## src/logic/rv_isa_pkg.sv

```systemverilog
// ------------------------------
// RV32I encoding definitions for the ALU subset.
// Decode and the testbench reference model both read
// instruction words through inst_t.
// ------------------------------
package rv_isa_pkg;

  // data and address width
  localparam int xlen = 32;

  typedef logic [4:0] reg_index_t;
  typedef logic [6:0] opcode_t;
  typedef logic [2:0] funct3_t;
  typedef logic [6:0] funct7_t;

  // major opcodes of the kept operations
  localparam opcode_t op_reg = 7'b0110011;
  localparam opcode_t op_imm = 7'b0010011;

  // funct3 values, shared by the R and I forms
  localparam funct3_t f3_add_sub = 3'b000;
  localparam funct3_t f3_xor     = 3'b100;
  localparam funct3_t f3_or      = 3'b110;
  localparam funct3_t f3_and     = 3'b111;

  // funct7 selects between ADD and SUB, all others need zero
  localparam funct7_t funct7_base = 7'b0000000;
  localparam funct7_t funct7_sub  = 7'b0100000;

  typedef struct packed {
    funct7_t    funct7;
    reg_index_t rs2;
    reg_index_t rs1;
    funct3_t    funct3;
    reg_index_t rd;
    opcode_t    opcode;
  } r_type_t;

  typedef struct packed {
    logic [11:0] imm;
    reg_index_t  rs1;
    funct3_t     funct3;
    reg_index_t  rd;
    opcode_t     opcode;
  } i_type_t;

  // one instruction word, seen as either layout
  typedef union packed {
    r_type_t r;
    i_type_t i;
  } inst_t;

endpackage

```

## src/logic/pipe_pkg.sv

```systemverilog
// ------------------------------
// Pipeline sizes and the records passed between stages:
// micro-op, four-slot group and retire record.
// ------------------------------
package pipe_pkg;

  // slots per fetch packet
  localparam int fetch_width  = 4;
  localparam int packet_bits  = fetch_width * rv_isa_pkg::xlen;
  // address step from one packet to the next
  localparam int packet_bytes = fetch_width * 4;

  typedef enum logic [2:0] {
    alu_add = 3'd0,
    alu_sub = 3'd1,
    alu_and = 3'd2,
    alu_or  = 3'd3,
    alu_xor = 3'd4
  } alu_op_t;

  // decoded instruction, imm already sign-extended
  typedef struct packed {
    logic                          valid;
    logic [rv_isa_pkg::xlen-1:0]   pc;
    alu_op_t                       op;
    rv_isa_pkg::reg_index_t        rd;
    rv_isa_pkg::reg_index_t        rs1;
    rv_isa_pkg::reg_index_t        rs2;
    logic                          use_imm;
    logic [rv_isa_pkg::xlen-1:0]   imm;
  } uop_t;

  // slot 0 holds the lowest pc
  typedef uop_t [fetch_width-1:0] group_t;

  // value is what went into rd, zero for x0
  typedef struct packed {
    logic                        valid;
    logic [rv_isa_pkg::xlen-1:0] pc;
    rv_isa_pkg::reg_index_t      rd;
    logic [rv_isa_pkg::xlen-1:0] value;
  } retire_t;

endpackage

```

## src/logic/fetch_decode.sv

```systemverilog
// ------------------------------
// Fetch and decode stage. Walks the instruction memory one
// 16-byte packet at a time and registers one decoded group
// per accepted packet.
// ------------------------------
module fetch_decode #(
  parameter logic [31:0] reset_pc = 32'h0000_1000
) (
  input  logic                               clock,
  input  logic                               reset,
  input  logic [pipe_pkg::packet_bits-1:0]   icache_data,
  input  logic                               icache_valid,
  input  logic                               stall,
  output logic [rv_isa_pkg::xlen-1:0]        icache_addr,
  output pipe_pkg::group_t                   decoded
);

  logic             accept;
  pipe_pkg::group_t next_group;

  // turn one word into a micro-op, valid only for a kept operation
  function automatic pipe_pkg::uop_t decode_word(
    input rv_isa_pkg::inst_t         word,
    input logic [rv_isa_pkg::xlen-1:0] pc
  );
    pipe_pkg::uop_t uop;
    uop     = '0;
    uop.pc  = pc;
    case (word.r.opcode)
      rv_isa_pkg::op_reg: begin
        uop.rd  = word.r.rd;
        uop.rs1 = word.r.rs1;
        uop.rs2 = word.r.rs2;
        case (word.r.funct3)
          rv_isa_pkg::f3_add_sub: begin
            uop.op    = (word.r.funct7 == rv_isa_pkg::funct7_sub) ?
                        pipe_pkg::alu_sub : pipe_pkg::alu_add;
            uop.valid = (word.r.funct7 == rv_isa_pkg::funct7_base) ||
                        (word.r.funct7 == rv_isa_pkg::funct7_sub);
          end
          rv_isa_pkg::f3_xor: begin
            uop.op    = pipe_pkg::alu_xor;
            uop.valid = (word.r.funct7 == rv_isa_pkg::funct7_base);
          end
          rv_isa_pkg::f3_or: begin
            uop.op    = pipe_pkg::alu_or;
            uop.valid = (word.r.funct7 == rv_isa_pkg::funct7_base);
          end
          rv_isa_pkg::f3_and: begin
            uop.op    = pipe_pkg::alu_and;
            uop.valid = (word.r.funct7 == rv_isa_pkg::funct7_base);
          end
          default: uop.valid = 1'b0;
        endcase
      end
      rv_isa_pkg::op_imm: begin
        uop.rd      = word.i.rd;
        uop.rs1     = word.i.rs1;
        uop.use_imm = 1'b1;
        uop.imm     = {{20{word.i.imm[11]}}, word.i.imm};
        // no funct7 here, so every kept funct3 is valid
        case (word.i.funct3)
          rv_isa_pkg::f3_add_sub: uop.op = pipe_pkg::alu_add;
          rv_isa_pkg::f3_xor:     uop.op = pipe_pkg::alu_xor;
          rv_isa_pkg::f3_or:      uop.op = pipe_pkg::alu_or;
          rv_isa_pkg::f3_and:     uop.op = pipe_pkg::alu_and;
          default:                uop.op = pipe_pkg::alu_add;
        endcase
        uop.valid = (word.i.funct3 == rv_isa_pkg::f3_add_sub) ||
                    (word.i.funct3 == rv_isa_pkg::f3_xor) ||
                    (word.i.funct3 == rv_isa_pkg::f3_or) ||
                    (word.i.funct3 == rv_isa_pkg::f3_and);
      end
      default: uop.valid = 1'b0;
    endcase
    return uop;
  endfunction

  // a packet is taken when offered and the buffer is not stalling
  assign accept = icache_valid & ~stall;

  always_ff @(posedge clock) begin
    if (reset) begin
      icache_addr <= reset_pc;
    end else if (accept) begin
      icache_addr <= icache_addr + 32'(pipe_pkg::packet_bytes);
    end
  end

  always_comb begin
    for (int s = 0; s < pipe_pkg::fetch_width; s++) begin
      next_group[s]       = decode_word(icache_data[s*rv_isa_pkg::xlen +: rv_isa_pkg::xlen],
                                        icache_addr + 32'(4 * s));
      next_group[s].valid = next_group[s].valid & accept;
    end
  end

  // slot valid bits last a single cycle per packet
  always_ff @(posedge clock) begin
    if (reset) begin
      decoded <= '0;
    end else begin
      decoded <= next_group;
    end
  end

endmodule

```

## src/logic/group_buffer.sv

```systemverilog
// ------------------------------
// Buffer between decode and execute. Catches the group
// already in flight when execute fills up, replays it
// once execute frees, and stalls fetch meanwhile.
// ------------------------------
module group_buffer (
  input  logic             clock,
  input  logic             reset,
  input  pipe_pkg::group_t decoded,
  input  logic             busy,
  output pipe_pkg::group_t issue,
  output logic             stall
);

  pipe_pkg::group_t held;
  logic             held_valid;
  logic             presenting;
  logic             consumer_full;

  // a group on issue this cycle will make execute busy next cycle
  always_comb begin
    presenting = 1'b0;
    for (int s = 0; s < pipe_pkg::fetch_width; s++) begin
      presenting = presenting | issue[s].valid;
    end
  end

  assign consumer_full = busy | presenting;
  assign stall         = held_valid | consumer_full;

  always_ff @(posedge clock) begin
    if (reset) begin
      issue      <= '0;
      held_valid <= 1'b0;
    end else if (consumer_full & ~held_valid) begin
      // execute just filled, keep the group that was on its way
      issue      <= '0;
      held       <= decoded;
      held_valid <= 1'b1;
    end else if (held_valid & ~consumer_full) begin
      // execute is free again, replay the held group
      issue      <= held;
      held_valid <= 1'b0;
    end else if (consumer_full) begin
      // still full and already holding, insert a bubble
      issue      <= '0;
    end else begin
      issue      <= decoded;
    end
  end

endmodule

```

## src/logic/alu_execute.sv

```systemverilog
// ------------------------------
// Execute stage. Latches one group, runs its slots one
// per cycle against the architectural register file and
// reports each valid slot on the retire port.
// ------------------------------
module alu_execute (
  input  logic              clock,
  input  logic              reset,
  input  pipe_pkg::group_t  issue,
  output logic              busy,
  output pipe_pkg::retire_t retire
);

  localparam logic [1:0] last_slot = 2'(pipe_pkg::fetch_width - 1);

  logic                        active;
  logic [1:0]                  slot;
  pipe_pkg::group_t            cur;
  logic [rv_isa_pkg::xlen-1:0] regs [32];
  logic                        offered;
  logic                        accept;
  pipe_pkg::uop_t              uop;
  logic [rv_isa_pkg::xlen-1:0] src_a;
  logic [rv_isa_pkg::xlen-1:0] src_b;
  logic [rv_isa_pkg::xlen-1:0] result;

  always_comb begin
    offered = 1'b0;
    for (int s = 0; s < pipe_pkg::fetch_width; s++) begin
      offered = offered | issue[s].valid;
    end
  end

  // low during the last slot so a new group can follow
  assign busy   = active & (slot != last_slot);
  assign accept = offered & ~busy;

  assign uop   = cur[slot];
  // x0 always reads as zero
  assign src_a = (uop.rs1 == '0) ? '0 : regs[uop.rs1];
  assign src_b = uop.use_imm ? uop.imm : ((uop.rs2 == '0) ? '0 : regs[uop.rs2]);

  always_comb begin
    case (uop.op)
      pipe_pkg::alu_add: result = src_a + src_b;
      pipe_pkg::alu_sub: result = src_a - src_b;
      pipe_pkg::alu_and: result = src_a & src_b;
      pipe_pkg::alu_or:  result = src_a | src_b;
      pipe_pkg::alu_xor: result = src_a ^ src_b;
      default:           result = '0;
    endcase
  end

  always_ff @(posedge clock) begin
    if (accept) begin
      cur <= issue;
    end
  end

  always_ff @(posedge clock) begin
    if (reset) begin
      active       <= 1'b0;
      slot         <= '0;
      retire.valid <= 1'b0;
      for (int r = 0; r < 32; r++) begin
        regs[r] <= '0;
      end
    end else begin
      if (active) begin
        retire.valid <= uop.valid;
        retire.pc    <= uop.pc;
        retire.rd    <= uop.rd;
        retire.value <= (uop.rd == '0) ? '0 : result;
        if (uop.valid && (uop.rd != '0)) begin
          regs[uop.rd] <= result;
        end
      end else begin
        retire.valid <= 1'b0;
      end

      // next group starts at slot 0, possibly right after slot 3
      if (accept) begin
        active <= 1'b1;
        slot   <= '0;
      end else if (active) begin
        slot <= slot + 2'd1;
        if (slot == last_slot) begin
          active <= 1'b0;
        end
      end
    end
  end

endmodule

```

## src/logic/rv_alu_core.sv

```systemverilog
// ------------------------------
// Top level of the in-order ALU core: fetch and decode,
// group buffer and execute, fed by an instruction
// memory port and reporting retired instructions.
// ------------------------------
module rv_alu_core #(
  parameter logic [31:0] reset_pc = 32'h0000_1000
) (
  input  logic                             clock,
  input  logic                             reset,
  input  logic [pipe_pkg::packet_bits-1:0] icache_data,
  input  logic                             icache_valid,
  output logic [31:0]                      icache_addr,
  output pipe_pkg::retire_t                retire
);

  pipe_pkg::group_t decoded;
  pipe_pkg::group_t issue;
  logic             stall;
  logic             busy;

  fetch_decode #(
    .reset_pc     (reset_pc)
  ) fetch_decode_i (
    .clock        (clock),
    .reset        (reset),
    .icache_data  (icache_data),
    .icache_valid (icache_valid),
    .stall        (stall),
    .icache_addr  (icache_addr),
    .decoded      (decoded)
  );

  group_buffer group_buffer_i (
    .clock   (clock),
    .reset   (reset),
    .decoded (decoded),
    .busy    (busy),
    .issue   (issue),
    .stall   (stall)
  );

  alu_execute alu_execute_i (
    .clock  (clock),
    .reset  (reset),
    .issue  (issue),
    .busy   (busy),
    .retire (retire)
  );

endmodule

```

## config.mk

```make
export PLATFORM = sky130hd
export DESIGN_NAME = rv_alu_core
export DESIGN_NICKNAME = d
export VERILOG_FILES = /design/src/logic/rv_isa_pkg.sv /design/src/logic/pipe_pkg.sv /design/src/logic/fetch_decode.sv /design/src/logic/group_buffer.sv /design/src/logic/alu_execute.sv /design/src/logic/rv_alu_core.sv
export SDC_FILE = /design/constraint.sdc
export NUM_CORES = 2
export LEC_CHECK = 0
export BUFFER_PORTS_ARGS = -buffer_cell sky130_fd_sc_hd__buf_2
export CAP_MARGIN = 20
export CORE_MARGIN = 5
export CORE_UTILIZATION = 55
export DETAILED_ROUTE_END_ITERATION = 7
export PLACE_DENSITY_LB_ADDON = 0.2
export SLEW_MARGIN = 10
export SYNTH_ARGS = -nofsm -noshare
export SYNTH_HDL_FRONTEND = slang
export SYNTH_SLANG_ARGS = --single-unit
```

## constraint.sdc

```tcl
create_clock -name clock -period 11.5 [get_ports clock]
set_clock_uncertainty 0.05 [all_clocks]
set_input_delay 2.3 -clock clock [delete_from_list [all_inputs] [get_ports clock]]
set_output_delay 2.3 -clock clock [all_outputs]
set_load 0.005 [all_outputs]
```

==> flow_metrics.py <==
metrics = {
    "outcome": {
        "outcome": "finished clean",
    },
    "floorplan": {
        "die-area_um2": 157000,
        "coreArea_um2": 148000,
        "die_y_um": 396,
        "die_w_um": 396,
        "start_util_pct": 55.3,
        "rows": 141,
        "pin_count": 233,
    },
    "timing": {
        "setup_viol": 0,
        "slew_headroom_pct": 23.1,
        "drv_slew": 0,
        "finalWorstSetupSlack_ps": 1860,
        "hold_viol": 0,
        "fin_crit_ps": 9640,
        "hold_slack_ps": 341,
        "fin_crit_sh_pct": 83.8,
        "fmax_mhz": 104,
        "fin_setup_tns_ps": 0,
        "tightest_slew_ps": 1150,
        "rsz0062_at_grt": "false",
    },
    "global_routing": {
        "grt_max_degree": 221,
        "grt_pass1_vias": 54800,
        "grt_antenna_before_repair": 3,
        "overflow": 0,
        "grt_use_total_pct": 32.5,
        "grt_pass1_wl_mm": 371,
    },
    "critical_path": {
        "cp.arrival_ps": 10110,
        "cp_max_fo": 53,
        "path_delay_family": "compound AO/OA/AOI/OAI gates",
        "critical_path_required_ps": 11970,
        "slowest_stage": "mux4_4",
        "slowest_delay_ps": 1160,
        "startpoint_type": "flop",
        "crit_buf_inv": 1,
        "setup.worst_path.class": "flop to flop",
        "end_kind": "flop",
    },
    "cts": {
        "clk_latency_ps": 830,
        "post_cts_buffers": 0,
        "hold_buffers": 0,
        "cts_tree": "done",
        "path_clk_slew_ps": 70,
        "cts-htree-levels": 4,
        "cts_max_path_buffers": 3,
        "cts_buffers": 176,
        "cts_resized": 0,
        "cts.sinks": 1752,
        "root_buffer": "clkbuf_16",
    },
    "yosys": {
        "synth_mux_area_share_pct": 15.8,
        "synthFlopType": "edfxtp_1",
        "synth_xor_area_share_pct": 0.825,
        "synth-compound-area-share_pct": 6.03,
        "synthSimpleGateAreaFrac_pct": 12.1,
        "synth_top_family_by_area": "multiplexers",
        "syn-cell-area_um2": 81800,
        "synth_fa_ha_area_share_pct": 1.57,
        "synth-edff-count": 1405,
        "synth-seq-cells": 1752,
        "synth.distinct_cells": 82,
        "yosysSeqAreaShare_pct": 60.1,
        "syn_avg_cell_area_um2": 12.7,
        "async_reset_ff_share_pct": 0,
        "syn_inst": 6445,
        "synth_warnings": 0,
    },
    "detailed_routing": {
        "ant_nets": 0,
        "via_count": 55400,
        "wirelength_mm": 258,
        "wl_per_cell_um": 30.2,
        "detail_route.first_pass.iterations": 6,
        "drc_errors": 0,
        "via_per_inst": 6.47,
        "drt_iter0_drc": 7184,
    },
    "layout": {
        "drive_gt1_share_pct": 19.0,
        "nFillCells": 11400,
        "post-route-util_pct": 61.5,
        "regArea_um2": 49100,
        "finalNetCount": 6712,
        "fin_cells": 8552,
        "multiInputGateArea_um2": 30300,
        "area_delta_synth_final_pct": 11.1,
    },
    "worst_hold_path": {
        "hp-class": "flop to flop",
    },
    "place": {
        "dp.cells": 8225,
        "hpwlAfterDp_mm": 158,
        "place_congestion": 0.971,
        "place_ws_ps": 2210,
        "io_buffers": 226,
    },
    "run": {
        "maxCapViolations": 0,
    },
    "power": {
        "power.density_nw_per_um2": 148,
        "cellLeakagePower_nw": 33.1,
        "peakVddDrop_v": 0.000143,
    },
}
[through the flow]
step | cell area, µm² | power [W]
floorplan | 81900 | 0.00742
global placement | 84800 | 0.00763
detailed placement | 84800 | 0.00764
CTS | 90800 | 0.0134
global route | 90900 | 0.0138
finish | 90900 | 0.0134
[worst paths after layout]
check / from / end / slack [ps] / cells past startpoint
max: alu_execute_i.slot[0] / alu_execute_i.retire[31] / 1860 / 25
min: group_buffer_i.issue[286] / alu_execute_i.cur[286] / 340 / 0
max reg2reg: alu_execute_i.slot[0] / alu_execute_i.retire[31] / 1860 / 25
min reg2reg: group_buffer_i.issue[286] / alu_execute_i.cur[286] / 340 / 0
[flip-flops by register name (all words and copies together), names as in the netlist, 2 cells and up]
register	count
group_buffer_i.issue	157
alu_execute_i.cur	157
alu_execute_i.slot	2
alu_execute_i.retire	68
fetch_decode_i.icache_addr	28
group_buffer_i.held	157
alu_execute_i.regs	1024
fetch_decode_i.decoded	157
[cells in the final DEF, fill, tap and decap left out, types with 137 or more instances in the layout]
cell type / n
and2_1: 137
dfxtp_1: 345
mux4_2: 418
mux2i_1: 293
nor2_1: 1415
buf_4: 157
buf_2: 228
clkbuf_16: 180
nand2_1: 480
edfxtp_1: 1405
a21oi_1: 228
[worst reg2reg max path: stages (launching register included)]
cell and delay (ps):
dfxtp_2 800, mux4_4 1180, nor2_2 810, buf_4 390, a32oi_1 160, a221oi_1 340, o31a_1 390, ha_1 240
and2_1 160, nand4_1 150, nor3_1 500, and3_1 360, a31oi_1 130, xnor2_1 170, ha_1 380, and4_1 270
nand2_1 70, a31oi_1 210, o21ai_0 230, a311oi_1 560, o31ai_1 190, o22ai_1 340, nor2_1 110, nand3_1 120
o2111a_2 860, a21oi_1 150
[synth_stat cells (56+ instances only)]
cell      instances  area share (%)
ha_1            101             1.5
inv_1            81            0.37
mux2i_1         293             3.6
nor2b_1          59            0.45
a22oi_1         100            0.92
edfxtp_1       1405              52
nand2_1         513             2.4
a21oi_1         255             1.6
nor2_1         1422             6.5
mux4_2          424              12
a211oi_1         56            0.51
buf_1            57            0.26
clkbuf_1        414             1.9
dfxtp_1         347             8.5
and2_1          137             1.0
[per-layer routing]
layer  wire length (µm)  up-vias  track usage, %
met1              93400    27200            43.3
met5                  0        -               0
met2             117000     3797            49.9
li1                   -    23500               -
met3              29200      853            7.01
met4              18000        0            18.6
[layout make-up]
type | count | area share [%]
tap | 1930 | 2.66
inverter | 82 | 0.339
multi-input combinational | 4062 | 33.4
clock inverter | 88 | 1.24
antenna | 2 | 0.00551
sequential | 1752 | 54.1
clock buffer | 231 | 5.32
timing repair buffer | 405 | 3.00
[cell families after synthesis]
family                   count (synthesis)
XOR/XNOR                                77
multiplexers                           755
other                                    1
flip-flops                            1752
buffers and inverters                  668
AO/OA/AOI/OAI                          742
adder cells (fa/ha/maj)                102
AND/OR/NAND/NOR                       2348
[where the power goes]
| part | internal (W) | switching [W] | total [W] |
|---|---|---|---|
| Combinational | 0.000179 | 0.000332 | 0.000511 |
| Sequential | 0.00695 | 0.0000693 | 0.00702 |
| Clock | 0.00337 | 0.00251 | 0.00588 |
(Power assumes the default switching activity.)
